### src/hdl/i2c_pkg.sv
package i2c_pkg;

    // Bus timing
    localparam int CLOCK_HZ    = 20_000_000;
    localparam int BUS_HZ      = 1_000_000;
    localparam int PHASE_WIDTH = 25;

    // Step per clock so that the accumulator wraps once per bit
    localparam longint PHASE_SCALE = longint'(1) << PHASE_WIDTH;
    localparam logic [PHASE_WIDTH-1:0] PHASE_INCR =
        PHASE_WIDTH'(PHASE_SCALE * BUS_HZ / CLOCK_HZ);

    localparam int ADDR_BITS = 7;
    localparam int BYTE_BITS = 8;

    // Direction bit appended to the slave address
    localparam logic RW_WRITE = 1'b0;
    localparam logic RW_READ  = 1'b1;

    typedef enum logic [4:0] {
        IDLE,
        START,
        ADDR,
        ADDR_ACK,
        REG,
        REG_ACK,
        WDATA,
        WDATA_ACK,
        RESTART_STOP,
        RESTART_START,
        RADDR,
        RADDR_ACK,
        RDATA,
        RDATA_NACK,
        STOP_PRE,
        STOP
    } i2c_phase_e;

    typedef struct packed {
        logic                 is_read;
        logic [ADDR_BITS-1:0] slave_addr;
        logic [BYTE_BITS-1:0] reg_addr;
        logic [BYTE_BITS-1:0] wdata;
    } i2c_req_t;

    typedef struct packed {
        logic advance;
        logic scl_rise;
        logic scl_fall;
    } i2c_strobe_t;

    // SDA source applied on each advance strobe
    typedef enum logic [1:0] {
        RELEASE,
        LOW,
        SHIFT
    } i2c_sda_sel_e;

endpackage
### src/hdl/i2c_master.sv
module i2c_master import i2c_pkg::*; (
    input  logic                 i_clk,
    input  logic                 i_rst_n,
    input  logic                 i_write_enable,
    input  logic                 i_read_enable,
    input  logic [ADDR_BITS-1:0] i_slave_address,
    input  logic [BYTE_BITS-1:0] i_rw_address,
    input  logic [BYTE_BITS-1:0] i_write_data,
    input  logic                 i_sda,
    output logic [BYTE_BITS-1:0] o_read_data,
    output logic                 o_ready,
    output logic                 o_ack_error,
    output logic                 o_sda,
    output logic                 o_scl
);

    i2c_req_t             req;
    i2c_strobe_t          strobe;
    i2c_sda_sel_e         sda_sel;
    logic                 run;
    logic                 load;
    logic                 shift_out;
    logic                 shift_in;
    logic                 scl_hold;
    logic                 tx_bit;
    logic                 rx_bit;
    logic [BYTE_BITS-1:0] load_byte;
    logic [BYTE_BITS-1:0] shift_byte;

    // Read wins when both enables are high
    assign req.is_read    = i_read_enable;
    assign req.slave_addr = i_slave_address;
    assign req.reg_addr   = i_rw_address;
    assign req.wdata      = i_write_data;

    i2c_sequencer u_sequencer (
        .i_clk(i_clk), .i_rst_n(i_rst_n),
        .i_write_enable(i_write_enable), .i_read_enable(i_read_enable), .i_req(req),
        .i_strobe(strobe), .i_rx_bit(rx_bit), .i_shift_byte(shift_byte),
        .o_run(run), .o_load(load), .o_shift_out(shift_out), .o_shift_in(shift_in),
        .o_scl_hold(scl_hold), .o_load_byte(load_byte), .o_sda_sel(sda_sel),
        .o_ready(o_ready), .o_read_data(o_read_data), .o_ack_error(o_ack_error)
    );

    i2c_phase_timer u_timer (.i_clk(i_clk), .i_rst_n(i_rst_n), .i_run(run), .o_strobe(strobe));

    i2c_byte_shifter u_shifter (
        .i_clk(i_clk), .i_rst_n(i_rst_n), .i_load(load), .i_load_byte(load_byte),
        .i_shift_out(shift_out), .i_shift_in(shift_in), .i_in_bit(rx_bit),
        .o_msb(tx_bit), .o_byte(shift_byte)
    );

    i2c_bus_driver u_bus_driver (
        .i_clk(i_clk), .i_rst_n(i_rst_n), .i_strobe(strobe), .i_scl_hold(scl_hold),
        .i_sda_sel(sda_sel), .i_tx_bit(tx_bit), .i_sda(i_sda),
        .o_scl(o_scl), .o_sda(o_sda), .o_rx_bit(rx_bit)
    );

endmodule

### src/hdl/i2c_sequencer.sv
module i2c_sequencer import i2c_pkg::*; (
    input  logic                 i_clk,
    input  logic                 i_rst_n,
    input  logic                 i_write_enable,
    input  logic                 i_read_enable,
    input  i2c_req_t             i_req,
    input  i2c_strobe_t          i_strobe,
    input  logic                 i_rx_bit,
    input  logic [BYTE_BITS-1:0] i_shift_byte,
    output logic                 o_run,
    output logic                 o_load,
    output logic                 o_shift_out,
    output logic                 o_shift_in,
    output logic                 o_scl_hold,
    output logic [BYTE_BITS-1:0] o_load_byte,
    output i2c_sda_sel_e         o_sda_sel,
    output logic                 o_ready,
    output logic [BYTE_BITS-1:0] o_read_data,
    output logic                 o_ack_error
);

    i2c_phase_e           phase_q;
    i2c_req_t             req_q;
    logic [2:0]           bit_cnt_q;
    logic                 ready_q;
    logic                 ack_error_q;
    logic                 ack_armed_q;
    logic                 rise_q;
    logic                 restart_q;
    logic [BYTE_BITS-1:0] read_data_q;
    logic                 accept;
    logic                 last_bit;
    logic                 shift_phase;
    logic                 ack_phase;
    logic                 ack_check;
    logic                 ack_ok;

    assign accept      = ready_q && (i_write_enable || i_read_enable);
    assign last_bit    = (bit_cnt_q == 3'(BYTE_BITS - 1));
    assign shift_phase = phase_q inside {ADDR, REG, WDATA, RADDR};
    assign ack_phase   = phase_q inside {ADDR_ACK, REG_ACK, WDATA_ACK, RADDR_ACK};
    // rx_bit is valid the cycle after the rise strobe
    assign ack_check   = ack_phase && ack_armed_q && rise_q;
    assign ack_ok      = ack_check && !i_rx_bit;

    always_ff @(posedge i_clk or negedge i_rst_n) begin
        if (!i_rst_n) begin
            phase_q     <= IDLE;
            bit_cnt_q   <= '0;
            ready_q     <= 1'b0;
            ack_error_q <= 1'b0;
            ack_armed_q <= 1'b0;
            rise_q      <= 1'b0;
            restart_q   <= 1'b0;
        end else begin
            rise_q <= i_strobe.scl_rise;
            if ((shift_phase && i_strobe.advance) || o_shift_in) begin
                bit_cnt_q <= bit_cnt_q + 3'd1;
            end
            // First rise in an ACK phase still clocks the last data bit
            if (ack_phase && i_strobe.advance) begin
                ack_armed_q <= 1'b1;
            end
            if (ack_check) begin
                ack_armed_q <= 1'b0;
                if (i_rx_bit) begin
                    ack_error_q <= 1'b1;
                    phase_q     <= STOP_PRE;
                end
            end
            case (phase_q)
                IDLE: begin
                    ready_q <= 1'b1;
                    if (accept) begin
                        ready_q     <= 1'b0;
                        ack_error_q <= 1'b0;
                        bit_cnt_q   <= '0;
                        phase_q     <= START;
                    end
                end
                START:         if (i_strobe.advance) phase_q <= ADDR;
                ADDR:          if (i_strobe.advance && last_bit) phase_q <= ADDR_ACK;
                ADDR_ACK:      if (ack_ok) phase_q <= REG;
                REG:           if (i_strobe.advance && last_bit) phase_q <= REG_ACK;
                REG_ACK: begin
                    if (ack_ok) begin
                        phase_q <= req_q.is_read ? RESTART_STOP : WDATA;
                    end
                end
                WDATA:         if (i_strobe.advance && last_bit) phase_q <= WDATA_ACK;
                WDATA_ACK:     if (ack_ok) phase_q <= STOP_PRE;
                RESTART_STOP: begin
                    if (i_strobe.advance) begin
                        restart_q <= 1'b1;
                        phase_q   <= STOP;
                    end
                end
                RESTART_START: if (i_strobe.advance) phase_q <= RADDR;
                RADDR:         if (i_strobe.advance && last_bit) phase_q <= RADDR_ACK;
                RADDR_ACK:     if (ack_ok) phase_q <= RDATA;
                RDATA:         if (o_shift_in && last_bit) phase_q <= RDATA_NACK;
                RDATA_NACK:    if (i_strobe.advance) phase_q <= STOP_PRE;
                STOP_PRE:      if (i_strobe.advance) phase_q <= STOP;
                STOP: begin
                    if (i_strobe.advance) begin
                        // Stop of the register-address half is followed by a new start
                        restart_q <= 1'b0;
                        if (restart_q) begin
                            phase_q <= RESTART_START;
                        end else begin
                            phase_q <= IDLE;
                            ready_q <= 1'b1;
                        end
                    end
                end
                default:       phase_q <= IDLE;
            endcase
        end
    end

    always_ff @(posedge i_clk) begin
        if (accept) begin
            req_q <= i_req;
        end
        if (phase_q == RDATA_NACK && i_strobe.advance) begin
            read_data_q <= i_shift_byte;
        end
    end

    always_comb begin
        case (phase_q)
            ADDR_ACK:      o_load_byte = req_q.reg_addr;
            REG_ACK:       o_load_byte = req_q.wdata;
            RESTART_START: o_load_byte = {req_q.slave_addr, RW_READ};
            default:       o_load_byte = {req_q.slave_addr, RW_WRITE};
        endcase
    end

    always_comb begin
        case (phase_q)
            START, RESTART_START, RESTART_STOP, STOP_PRE: o_sda_sel = LOW;
            ADDR, REG, WDATA, RADDR:                      o_sda_sel = SHIFT;
            default:                                      o_sda_sel = RELEASE;
        endcase
    end

    // Next byte is loaded ahead of the advance that sends its MSB
    assign o_load = (i_strobe.advance && (phase_q == START || phase_q == RESTART_START))
                 || (ack_ok && (phase_q == ADDR_ACK || phase_q == REG_ACK));

    assign o_run       = (phase_q != IDLE);
    assign o_shift_out = shift_phase && i_strobe.advance;
    assign o_shift_in  = (phase_q == RDATA) && rise_q;
    assign o_scl_hold  = phase_q inside {START, RESTART_START, STOP};
    assign o_ready     = ready_q;
    assign o_read_data = read_data_q;
    assign o_ack_error = ack_error_q;

endmodule

### src/hdl/i2c_bus_driver.sv
module i2c_bus_driver import i2c_pkg::*; (
    input  logic         i_clk,
    input  logic         i_rst_n,
    input  i2c_strobe_t  i_strobe,
    input  logic         i_scl_hold,
    input  i2c_sda_sel_e i_sda_sel,
    input  logic         i_tx_bit,
    input  logic         i_sda,
    output logic         o_scl,
    output logic         o_sda,
    output logic         o_rx_bit
);

    logic scl_q;
    logic sda_q;
    logic rx_bit_q;

    // Open-drain enables, 1 lets the pull-up win
    assign o_scl    = scl_q;
    assign o_sda    = sda_q;
    assign o_rx_bit = rx_bit_q;

    always_ff @(posedge i_clk or negedge i_rst_n) begin
        if (!i_rst_n) begin
            scl_q <= 1'b1;
            sda_q <= 1'b1;
        end else begin
            if (i_strobe.advance) begin
                case (i_sda_sel)
                    LOW:     sda_q <= 1'b0;
                    SHIFT:   sda_q <= i_tx_bit;
                    default: sda_q <= 1'b1;
                endcase
            end
            // SCL stays high around start and stop conditions
            if (i_strobe.scl_fall && !i_scl_hold) begin
                scl_q <= 1'b0;
            end
            if (i_strobe.scl_rise) begin
                scl_q <= 1'b1;
            end
        end
    end

    // Line level at SCL rise, used for ACK and read data alike
    always_ff @(posedge i_clk or negedge i_rst_n) begin
        if (!i_rst_n) begin
            rx_bit_q <= 1'b1;
        end else if (i_strobe.scl_rise) begin
            rx_bit_q <= i_sda;
        end
    end

endmodule

### src/hdl/i2c_byte_shifter.sv
module i2c_byte_shifter import i2c_pkg::*; (
    input  logic                 i_clk,
    input  logic                 i_rst_n,
    input  logic                 i_load,
    input  logic [BYTE_BITS-1:0] i_load_byte,
    input  logic                 i_shift_out,
    input  logic                 i_shift_in,
    input  logic                 i_in_bit,
    output logic                 o_msb,
    output logic [BYTE_BITS-1:0] o_byte
);

    logic [BYTE_BITS-1:0] shift_q;
    logic                 lsb_in;

    // Zero fills behind transmitted bits, sampled bit fills on receive
    assign lsb_in = i_shift_in ? i_in_bit : 1'b0;

    always_ff @(posedge i_clk or negedge i_rst_n) begin
        if (!i_rst_n) begin
            shift_q <= '0;
        end else if (i_load) begin
            shift_q <= i_load_byte;
        end else if (i_shift_out || i_shift_in) begin
            // MSB first in both directions
            shift_q <= {shift_q[BYTE_BITS-2:0], lsb_in};
        end
    end

    // Bit that goes onto SDA at the next advance
    assign o_msb  = shift_q[BYTE_BITS-1];

    // Whole byte, read data after eight shift-ins
    assign o_byte = shift_q;

endmodule

### src/hdl/i2c_phase_timer.sv
module i2c_phase_timer import i2c_pkg::*; (
    input  logic        i_clk,
    input  logic        i_rst_n,
    input  logic        i_run,
    output i2c_strobe_t o_strobe
);

    logic [PHASE_WIDTH-1:0] acc_q;
    logic [1:0]             top_prev_q;
    logic [1:0]             top_bits;
    logic [3:0]             edge_bits;
    i2c_strobe_t            strobe_q;

    // Top two bits split each bit period into quarters
    assign top_bits  = acc_q[PHASE_WIDTH-1 -: 2];
    assign edge_bits = {top_prev_q, top_bits};
    assign o_strobe  = strobe_q;

    always_ff @(posedge i_clk or negedge i_rst_n) begin
        if (!i_rst_n) begin
            acc_q      <= '0;
            top_prev_q <= 2'b00;
        end else if (!i_run) begin
            // Held at zero so every transaction starts on the same phase
            acc_q      <= '0;
            top_prev_q <= 2'b00;
        end else begin
            acc_q      <= acc_q + PHASE_INCR;
            top_prev_q <= top_bits;
        end
    end

    // One pulse per quarter transition of interest
    always_ff @(posedge i_clk or negedge i_rst_n) begin
        if (!i_rst_n) begin
            strobe_q <= '0;
        end else begin
            strobe_q.scl_rise <= i_run && (edge_bits == 4'b0001);
            strobe_q.scl_fall <= i_run && (edge_bits == 4'b1011);
            // Wrap back to zero lands in the middle of SCL low
            strobe_q.advance  <= i_run && (edge_bits == 4'b1100);
        end
    end

endmodule

### config.mk
export PLATFORM = sky130hd
export DESIGN_NAME = i2c_master
export DESIGN_NICKNAME = d
export VERILOG_FILES = /design/src/hdl/i2c_pkg.sv /design/src/hdl/i2c_master.sv /design/src/hdl/i2c_sequencer.sv /design/src/hdl/i2c_bus_driver.sv /design/src/hdl/i2c_byte_shifter.sv /design/src/hdl/i2c_phase_timer.sv
export SDC_FILE = /design/constraint.sdc
export NUM_CORES = 1
export LEC_CHECK = 0
export BUFFER_PORTS_ARGS = -buffer_cell sky130_fd_sc_hd__buf_4
export CAP_MARGIN = 20
export CORE_ASPECT_RATIO = 1.2
export CORE_MARGIN = 3
export CORE_UTILIZATION = 59
export CTS_CLUSTER_SIZE = 20
export DETAILED_ROUTE_END_ITERATION = 16
export PLACE_DENSITY_LB_ADDON = 0.05
export RECOVER_POWER = 100
export SLEW_MARGIN = 20
export SYNTH_ARGS = -nofsm -noshare
export SYNTH_HDL_FRONTEND = slang
export SYNTH_SLANG_ARGS = --single-unit
### constraint.sdc
create_clock -name i_clk -period 5.97 [get_ports i_clk]
set_clock_uncertainty 0.2 [all_clocks]
set_input_delay 0.597 -clock i_clk [delete_from_list [all_inputs] [get_ports i_clk]]
set_output_delay 0.597 -clock i_clk [all_outputs]
set_load 0.01 [all_outputs]
==> key figures, run 1 <==
Clock tree
  – Max clock buf depth: 2
  – Setup bufs post-CTS: 0
  – CTS buffer count: 9
  – CTS HTree Levels: 3
  – CTS sink cnt: 86
  – # resized after CTS: 0
  – Clk slew on worst S/H paths: 0.09 ns
  – CTS Hold Bufs: 0
  – CTS tree: done
  – Worst skew pair latency: 0.34 ns
  – CTS root buffer: clkbuf_8

Critical path
  – CP peak stage delay: 2.00 ns
  – Slowest cell on crit path: clkbuf_1
  – Largest delay share family, worst path: buffers and inverters
  – CP required: 5.59 ns
  – CP cell instances: clkbuf_1
  – Worst Setup SP: i_rst_n
  – Kind of critical path: primary input to asynchronous set/reset pin
  – CP Buf/Inv Count: 1
  – Worst Setup End Kind: asynchronous set/reset pin
  – Worst R2R Start: u_sequencer.phase_q[2]
  – Startpoint Class: primary input
  – Crit path DAT: 2.64 ns
  – Crit path max fanout: 54

STA
  – Slew Limit Headroom: -92.6%
  – Setup TNS: 0 ns
  – Final hold slack: 0.241 ns
  – Setup-failing EPs final: 0
  – Crit share post-route: 50.6%
  – Slew @ Worst Pin: 2.89 ns
  – Fin. Hold Viols: 0
  – Fmax: 0.331 GHz
  – Crit path time final: 3.02 ns
  – RSZ-0062 raised after global routing: false
  – Final Max Tran Viols: 55

Logic synthesis
  – Top cell type by total area after synthesis: dfrtp_1
  – Synth top cells by count: 51 x dfrtp_1, 46 x nor2_1, 32 x edfxtp_1
  – Synth Area per Inst: 11.0 µm²
  – Library cells used by synthesis: 61
  – Post-synthesis net count: 397
  – Synth area leaders: dfrtp_1 32%, edfxtp_1 24%, nor2_1 4.3%
  – Yosys top cell area share: 31.7%
  – Main synth FF type: dfrtp_1
  – Sequential fraction of the synthesis area: 57.6%
  – Seq cells post-synth: 86
  – Number of synthesized flops with an enable pin: 32
  – Syn Std Cell Area: 4020 µm²
  – Synth Instances: 366
  – Synth async-reset ratio: 62.8%
  – Yosys Warn Count: 0
  – Most common cell in the netlist: dfrtp_1

Run status
  – Failing checks: capacitance limit, slew limit
  – Outcome: complete, but fails checks

Detailed routing
  – Drt total wl: 8.22 mm
  – Detail Route Antenna Nets: 0
  – Routed WL per cell: 16.8 µm
  – # DRC: 0
  – DRT Pass-1 Iters: 4
  – Iter 0 DRT Violations: 170
  – Via count: 2935
  – Vias per inst: 5.99

Cells and area
  – Area Growth Syn to Fin: 11.8%
  – # diodes: 0
  – # fillers: 503
  – Utilization after layout: 68.9%
  – Fin nets: 431
  – Share of cells above drive strength 1: 13.6%

Die
  – Die ar.: 7850 µm²
  – # rows: 32
  – Initial Util: 61.6%
  – Die Wd: 81.4 µm
  – Boundary Pins: 40
  – Core Region: 6530 µm²
  – Die Span Y: 96.4 µm

Power and ir drop
  – Leakage power: 1.75 nW
  – VDD IR-drop max: 0.314 mV
  – Pwr dens: 384 nW/µm²
  – Total power: 1.73 mW

Place
  – PortBufs: 39
  – RePlAce Congestion: 0.939
  – Dpl hpwl: 5.78 mm

Job
  – Max Cap Viol: 1

Min path
  – Hold Crit Start: i_slave_address[2]
  – Worst hold path type: primary input to flip-flop

Global route
  – Total congestion overflow: 0
  – Vias in the first global route: 2815
  – Initial antenna violation count: 0
  – Total track usage: 23.0%
  – Largest net degree at the start of global routing: 55
  – First-pass GRT wire length: 13.6 mm
==> per-layer routing <==
metal	GRT usage, %	share of wire, %
met2	36.5	51
met5	0	0
met3	4.55	5.4
met1	30.8	42
met4	9.86	1.9
==> kinds of logic after synthesis <==
family                     Yosys count  share of synthesized area (%)
xor gates and xnor gates            17                           3.70
adders and majority gates            3                          0.934
buffers and inverters               25                           2.68
DFF                                 86                           57.6
AOI/OAI and AO/OA                  102                           17.8
other                                1                         0.0933
and+or+nand+nor                    122                           14.7
muxes                               10                           2.52
==> cells in the final DEF (no fill, tap or decap), types with 4 or more instances in the layout <==
| master | count |
|---|---|
| dfrtp_1 | 51 |
| nor2_1 | 46 |
| edfxtp_1 | 32 |
| a21oi_1 | 31 |
| nand2_1 | 24 |
| clkbuf_4 | 24 |
| o21ai_0 | 19 |
| clkbuf_1 | 14 |
| xnor2_1 | 12 |
| nor3_1 | 9 |
| nand3_1 | 9 |
| a211oi_1 | 9 |
| mux2i_1 | 9 |
| clkbuf_8 | 9 |
| inv_1 | 8 |
| a22o_1 | 7 |
| nand2b_1 | 6 |
| nor2b_1 | 6 |
| a31oi_1 | 6 |
| xor2_1 | 5 |
| and2_0 | 4 |
==> state kept, by name (all words and copies together), names as in the netlist, 2 cells and up <==
register and cells:
u_sequencer.bit_cnt_q 3, u_timer.acc_q 25, u_timer.top_prev_q 2, u_sequencer.o_read_data 8, u_timer.o_strobe 3, u_shifter.o_byte 8
u_sequencer.phase_q 5, u_sequencer.req_q 24
==> stage by stage <==
step	worst slack, ns	area [µm²]	cells
4_1_cts	3.27	4550	490
3_3_place_gp	3.36	4350	474
6_report	2.95	4500	490
5_1_grt	2.48	4500	490
2_1_floorplan	3.84	4020	366
3_5_place_dp	3.26	4350	474
==> area by class of cell <==
cell class | instances | area [µm²] | share of cell area, %
clock buffers | 10 | 128 | 2.84
clock inverters | 6 | 70.1 | 1.56
inverters | 8 | 30.0 | 0.668
multi-input cells | 255 | 1600 | 35.5
flip-flops and latches | 86 | 2320 | 51.5
well taps | 85 | 106 | 2.37
repair buffers | 40 | 251 | 5.59
==> worst paths after layout <==
| kind | cells past startpoint | endpoint | slack, ns |
|---|---|---|---|
| worst min-delay path | 1 | u_sequencer.req_q[18] | 0.24 |
| worst min register to register | 0 | u_sequencer.rise_q | 0.24 |
| worst max register to register | 5 | u_shifter.o_byte[1] | 3.12 |
| min in group asynchronous | 1 | u_shifter.o_byte[3] | 0.96 |
| max in group i_clk | 5 | u_shifter.o_byte[1] | 3.12 |
| worst max-delay path | 1 | u_timer.acc_q[14] | 2.95 |
==> report_power, final <==
group	total (mW)	switching (mW)	leakage [nW]	internal (mW)
sequential	0.887	0.126	0.989	0.761
combinational	0.434	0.259	0.657	0.175
clock	0.405	0.208	0.101	0.197
No activity file was read; power rests on OpenSTA's default activity.
==> inputs of run 2 (changes only) <==
CORE_UTILIZATION = 53   (was 59)
clock period = 2.6 ns   (was 5.97 ns; I/O delays follow)
==> key figures, run 2 (same netlist as run 1, synthesis figures left out) <==
Run status
  – Outcome: finished, final reports clean

Clock tree
  – Worst skew pair latency: 0.35 ns (about the same)
  – Setup bufs post-CTS: 0 (unchanged)
  – Clk slew on worst S/H paths: 0.09 ns (about the same)
  – CTS HTree Levels: 3 (unchanged)
  – CTS sink cnt: 86 (unchanged)
  – CTS root buffer: clkbuf_8
  – Max clock buf depth: 2 (unchanged)
  – CTS tree: done
  – CTS buffer count: 9 (unchanged)
  – # resized after CTS: 0 (unchanged)

Die
  – Core Region: 7320 µm² (+12%)
  – Die Span Y: 101 µm (+5.2%)
  – Die ar.: 8670 µm² (+11%)
  – Die Wd: 85.5 µm (+5.1%)
  – # rows: 34 (+6.3%)
  – Boundary Pins: 40 (unchanged)
  – Initial Util: 55.0% (-6.7 points)

Global route
  – Initial antenna violation count: 0 (unchanged)
  – Total track usage: 21.8% (-1.2 points)
  – Largest net degree at the start of global routing: 55 (unchanged)
  – Vias in the first global route: 3061 (+8.7%)
  – First-pass GRT wire length: 14.8 mm (+9.2%)
  – Total congestion overflow: 0 (unchanged)

STA
  – Fin worst setup slack: 0.303 ns (-2.65 ns)
  – Final Max Tran Viols: 0 (-100%)
  – Fmax: 0.435 GHz
  – Slew @ Worst Pin: 1.36 ns (-1.53 ns)
  – Final hold slack: 0.226 ns (-0.0144 ns)
  – Setup TNS: 0 ns (unchanged)
  – Crit path time final: 2.30 ns
  – Setup-failing EPs final: 0 (unchanged)
  – RSZ-0062 raised after global routing: false
  – Fin. Hold Viols: 0 (unchanged)
  – Crit share post-route: 88.3%
  – Slew Limit Headroom: 9.17% (+100 points)

Detailed routing
  – Routed WL per cell: 16.3 µm (-3.0%)
  – Vias per inst: 5.69 (-4.9%)
  – Iter 0 DRT Violations: 301 (+77%)
  – Detail Route Antenna Nets: 0 (unchanged)
  – Via count: 3024 (+3.0%)
  – Drt total wl: 8.64 mm (+5.1%)
  – # DRC: 0 (unchanged)
  – DRT Pass-1 Iters: 4 (unchanged)

Cells and area
  – Area Growth Syn to Fin: 20.0%
  – Top Registers: u_timer.acc_q x25, u_sequencer.req_q x24
  – Commonest non-fill, non-tap cell in the layout: dfrtp_1
  – Cell Count, Final, Fillers Out: 531 (+8.4%)
  – Fin nets: 467 (+8.4%)
  – Share of cells above drive strength 1: 14.3% (+0.71 points)
  – Largest register FFs: 25 (unchanged)
  – Design Area, Final: 4820 µm² (+7.3%)
  – Largest Register: u_timer.acc_q
  – Most frequent cells in the layout: 51 x dfrtp_1, 46 x nor2_1, 32 x edfxtp_1
  – # diodes: 0 (unchanged)

Power and ir drop
  – Net Sw Power: 1.38 mW (+130%)
  – Internal power: 2.64 mW (+130%)
  – VDD IR-drop max: 0.633 mV (+100%)
  – Leakage power: 1.89 nW (+8.4%)
  – Pwr dens: 833 nW/µm² (+120%)
  – Combinational power share: 25.7% (+0.6 points)
  – Clk network pwr share: 23.5% (about the same)
  – Reg power frac: 50.8% (-0.6 points)
  – Sw Share: 34.4% (+0.066 points)

Critical path
  – R2R depth: 4 (-1)
  – Worst Setup SP: u_sequencer.phase_q[3]
  – R2R setup slack: 0.30 ns (-2.82 ns)
  – Worst R2R Start: u_sequencer.phase_q[3]
  – Crit path DAT: 2.32 ns (-0.32 ns)
  – Worst setup path end: u_timer.acc_q[16]
  – CP required: 2.62 ns (-2.97 ns)
  – Crit path max fanout: 17 (-69%)
  – Kind of critical path: flip-flop to flip-flop
  – Reg2reg end: u_timer.acc_q[16]
  – Worst Setup End Kind: flip-flop
  – Startpoint Class: flip-flop

Min path
  – Worst hold path type: flip-flop to flip-flop
  – Hold Crit Start: u_timer.o_strobe[1]

Place
  – Placed instance area: 4430 µm² (+1.9%)
  – Post-Place Setup Slack: 0.316 ns (-2.94 ns)
  – PortBufs: 39 (unchanged)
  – Dpl cells: 489 (+3.2%)
  – RePlAce Congestion: 0.892 (-5.0%)
  – Dpl hpwl: 5.97 mm (+3.2%)

Job
  – Max Cap Viol: 0 (-1)
-- run 2: changes by cell type in the layout (fill, tap and decap cells not counted), sizes merged --
cell | before | now
buf | 3 | 9
inv | 10 | 9
clkinvlp | 0 | 1
dlygate4sd3 | 0 | 26
clkbuf | 47 | 51
-- run 2: how the worst min path moves through the flow --
stage	endpoint	depth (start not counted)	slack (ns)
CTS	u_sequencer.rise_q	0	0.23
finish	u_sequencer.rise_q	0	0.23
detailed placement	u_shifter.o_byte[2]	1	0.14
floorplan	u_sequencer.ack_armed_q	0	-0.24
global route	u_sequencer.rise_q	0	0.26
global placement	u_shifter.o_byte[3]	1	0.15
-- run 2: repair_timing --
item                                    in CTS  in global routing
hold endpoints to repair                    76                  0
hold buffers                                26                  0
endpoints found under the setup margin       0                  0
-- run 2: cell type report --
type	count	area, µm²
Clock buffer	10	128
Inverter	8	30.0
Fill cell	577	2490
Multi-Input combinational cell	255	1600
Timing Repair Buffer	76	572
Tap cell	90	113
Clock inverter	6	71.3
Sequential cell	86	2320
-- run 2: critical path, stage by stage (launching register included) --
cell and delay [ns]:
dfrtp_1 0.56, nor2_1 0.35, and2_0 0.55, clkbuf_2 0.42
nor2_1 0.09
-- run 2: power groups by stage --
| stage | clock, mW | sequential [mW] | combinational [mW] |
|---|---|---|---|
| floorplan | 0 | 1.99 | 0.776 |
| global placement | 0 | 2.05 | 1.00 |
| detailed placement | 0 | 2.06 | 1.02 |
| CTS | 0.971 | 2.04 | 1.06 |
| global route | 1.02 | 2.09 | 1.17 |
| finish | 0.946 | 2.04 | 1.03 |
-- run 2: through the flow --
stage          power (mW)  util, %
6_report             4.02     65.9
5_1_grt              4.28     65.9
4_1_cts              4.07     66.8
3_5_place_dp         3.08     60.6
3_3_place_gp         3.06     60.6
2_1_floorplan        2.76        -
-- run 2: routing by layer --
metal	vias up	part of all wire, %	GRT usage (%)
met5	-	0	0
met4	0	2.6	8.65
met3	20	4.3	4.15
met2	84	51	36.6
met1	1437	42	27.9
li1	1483	-	-
==> inputs of run 3 (changes only) <==
SYNTH_HIERARCHICAL = 1   (was unset)
==> key figures, run 3 <==
Run status
  – Outcome: finished, final reports clean

STA
  – Slew Limit Headroom: 10.9% (+1.7 points)
  – Final Max Tran Viols: 0 (unchanged)
  – Setup TNS: 0 ns (unchanged)
  – Fin worst setup slack: 0.234 ns (-0.0691 ns)
  – Fmax: 0.423 GHz (-2.9%)
  – Crit share post-route: 91.0% (+2.7 points)
  – Fin. Hold Viols: 0 (unchanged)
  – Slew @ Worst Pin: 1.34 ns (-0.0256 ns)
  – RSZ-0062 raised after global routing: false
  – Setup-failing EPs final: 0 (unchanged)
  – Crit path time final: 2.37 ns (+0.0691 ns)

Min path
  – Worst hold path cell count: 2 (+2)
  – Hold Crit Start: i_write_enable
  – Worst hold path type: primary input to flip-flop
  – Worst Hold Path EP: u_sequencer/req_q[23]

Clock tree
  – CTS tree: done
  – CTS buffer count: 9 (unchanged)
  – CTS sink cnt: 86 (unchanged)
  – Worst skew pair latency: 0.34 ns (about the same)
  – CTS HTree Levels: 3 (unchanged)
  – Max clock buf depth: 2 (unchanged)
  – Clk slew on worst S/H paths: 0.09 ns (about the same)
  – Setup bufs post-CTS: 0 (unchanged)
  – CTS root buffer: clkbuf_8
  – # resized after CTS: 0 (unchanged)

Global route
  – First-pass GRT wire length: 16.1 mm (+8.6%)
  – Vias in the first global route: 3272 (+6.9%)
  – Total congestion overflow: 0 (unchanged)
  – Total track usage: 22.5% (+0.77 points)
  – Largest net degree at the start of global routing: 55 (unchanged)
  – Initial antenna violation count: 0 (unchanged)

Detailed routing
  – Iter 0 DRT Violations: 273 (-9.3%)
  – Via count: 3241 (+7.2%)
  – Routed WL per cell: 17.0 µm (+4.2%)
  – Detail Route Antenna Nets: 0 (unchanged)
  – # DRC: 0 (unchanged)
  – Vias per inst: 5.80 (+1.8%)
  – DRT Pass-1 Iters: 5 (+1)
  – Drt total wl: 9.48 mm (+9.7%)

Critical path
  – Startpoint Class: flip-flop
  – R2R depth: 8 (+4)
  – Kind of critical path: flip-flop to flip-flop
  – Worst Setup End Kind: flip-flop
  – R2R setup slack: 0.23 ns (-0.07 ns)
  – Crit path max fanout: 23 (+6)
  – Crit path DAT: 2.45 ns (+0.13 ns)
  – Worst R2R Start: u_sequencer/phase_q[1]
  – CP required: 2.68 ns (+0.06 ns)
  – Reg2reg end: u_shifter/o_byte[7]

Logic synthesis
  – Post-synthesis net count: 419 (+5.5%)
  – Post-Synth Adder-Cell Area: 0.891% (-0.043 points)
  – Main synth FF type: dfrtp_1
  – Number of synthesized flops with an enable pin: 32 (unchanged)
  – Synth async-reset ratio: 62.8% (unchanged)
  – Largest family of logic cells by synthesized area: simple AND/OR/NAND/NOR gates
  – Synth top cells by count: 51 x dfrtp_1, 41 x nand2_1, 38 x nor2_1
  – Library cells used by synthesis: 70 (+15%)
  – Multiplexer share of the synthesized area: 1.69% (-0.83 points)
  – Sequential fraction of the synthesis area: 55.0% (-2.6 points)
  – Synth Area in Compound Gates: 16.1% (-1.7 points)
  – Top cell type by total area after synthesis: dfrtp_1
  – Synth Instances: 388 (+6.0%)
  – Synth Area per Inst: 10.9 µm² (-1.2%)
  – Most common cell in the netlist: dfrtp_1
  – Yosys top cell area share: 30.3% (-1.5 points)
  – Yosys Warn Count: 6 (+6)
  – Syn Std Cell Area: 4210 µm² (+4.8%)
  – Post-Synth Simple-Gate Area: 19.8% (+5.1 points)
  – Synth area leaders: dfrtp_1 30%, edfxtp_1 23%, nand2_1 3.7%
  – Seq cells post-synth: 86 (unchanged)
  – Synth Area in XOR/XNOR: 2.91% (-0.79 points)

Job
  – Max Cap Viol: 0 (unchanged)

Die
  – Boundary Pins: 40 (unchanged)
  – Core Region: 7710 µm² (+5.3%)
  – Die Span Y: 104 µm (+2.2%)
  – Die ar.: 9060 µm² (+4.5%)
  – Initial Util: 54.7% (-0.28 points)
  – Die Wd: 87.4 µm (+2.2%)
  – # rows: 35 (+2.9%)

Cells and area
  – Commonest non-fill, non-tap cell in the layout: dfrtp_1
  – Largest Register: u_timer/acc_q
  – # diodes: 0 (unchanged)
  – Design Area, Final: 4990 µm² (+3.4%)
  – Top Registers: u_timer/acc_q x25, u_sequencer/req_q x24
  – Largest register FFs: 25 (unchanged)
  – Utilization after layout: 64.8% (-1.2 points)
  – Most frequent cells in the layout: 51 x dfrtp_1, 41 x nand2_1, 38 x nor2_1
  – Seq. cell area: 2320 µm² (unchanged)
  – # fillers: 643 (+11%)
  – Fin nets: 493 (+5.6%)
  – Multi-input gate area: 1740 µm² (+8.9%)
  – Area Growth Syn to Fin: 18.4%
  – Share of cells above drive strength 1: 15.6% (+1.3 points)

Power and ir drop
  – Leakage power: 2.07 nW (+9.4%)
  – VDD IR-drop max: 0.531 mV (-16%)
  – Total power: 4.02 mW (about the same)
  – Pwr dens: 806 nW/µm² (-3.3%)

Place
  – Dpl hpwl: 6.37 mm (+6.8%)
  – Post-Place Setup Slack: 0.373 ns (+0.0576 ns)
  – PortBufs: 39 (unchanged)
  – Placed instance area: 4650 µm² (+4.9%)
  – RePlAce Congestion: 0.885 (-0.77%)
run 3: changes by cell type in the layout (fill, tap and decap cells not counted), sizes merged, moves of 4 or more:
cell | previous run | this run
o21ai | 19 | 12
nor2 | 46 | 38
a221o | 0 | 7
nand2 | 24 | 41
a22o | 7 | 1
nor2b | 6 | 11
a22oi | 1 | 9
clkbuf | 51 | 55
a211oi | 11 | 4
a21oi | 31 | 24
nor4b | 1 | 9
buf | 9 | 14
nor4 | 2 | 6
xnor2 | 12 | 7
run 3: how the worst max path moves through the flow:
stage                               end  slack, ns                   start
floorplan           u_shifter/o_byte[2]       0.16  u_sequencer/phase_q[3]
global placement    u_shifter/o_byte[2]       0.42  u_sequencer/phase_q[1]
detailed placement  u_shifter/o_byte[7]       0.37  u_sequencer/phase_q[1]
CTS                 u_shifter/o_byte[6]       0.33  u_sequencer/phase_q[1]
global route           u_timer/acc_q[8]       0.08  u_sequencer/phase_q[2]
finish              u_shifter/o_byte[7]       0.23  u_sequencer/phase_q[1]
run 3: final cells by class:
| class | count | area share, % |
|---|---|---|
| clock buffers | 10 | 2.56 |
| repair buffers | 85 | 12.6 |
| multi-input cells | 274 | 34.8 |
| clock inverters | 6 | 0.902 |
| flip-flops and latches | 86 | 46.4 |
| well taps | 92 | 2.31 |
| inverters | 6 | 0.451 |
run 3: power breakdown:
group | leakage [nW] | switching, mW | total [mW] | internal [mW]
Sequential | 1.03 | 0.235 | 1.99 | 1.76
Combinational | 0.955 | 0.689 | 1.17 | 0.485
Clock | 0.0862 | 0.500 | 0.855 | 0.355
Total | 2.07 | 1.42 | 4.02 | 2.60
run 3: layer usage:
layer  vias to the layer above  GRT usage [%]  part of all wire [%]
met5                         -              0                     0
met4                         0           8.33                   2.5
met3                        20           4.38                   5.4
met2                       107           35.9                    50
met1                      1545           30.3                    42
li1                       1569              -                     -
run 3: what timing repair did:
action | CTS | global route
hold buffers | 26 | 0
endpoints found under the hold margin | 76 | 0
endpoints found under the setup margin | 0 | 0
run 3: cells by family after synthesis:
| logic type | after synthesis |
|---|---|
| muxes | 7 |
| buffers and inverters | 28 |
| DFF | 86 |
| xor gates and xnor gates | 14 |
| and+or+nand+nor | 157 |
| AOI/OAI and AO/OA | 92 |
| other | 1 |
| adders and majority gates | 3 |
run 3: metrics by stage:
step	std cells	hold WS [ns]
3_5_place_dp	517	0.158
2_1_floorplan	388	-0.236
6_report	559	0.135
3_3_place_gp	517	0.149
5_1_grt	559	0.142
4_1_cts	559	0.132
run 3: critical path: stages (launching register included):
cell	delay (ns)
dfrtp_1	0.51
clkbuf_1	0.29
inv_1	0.17
a22o_1	0.23
a32oi_1	0.15
nor2_1	0.05
buf_4	0.19
nor4b_1	0.34
a221o_1	0.16
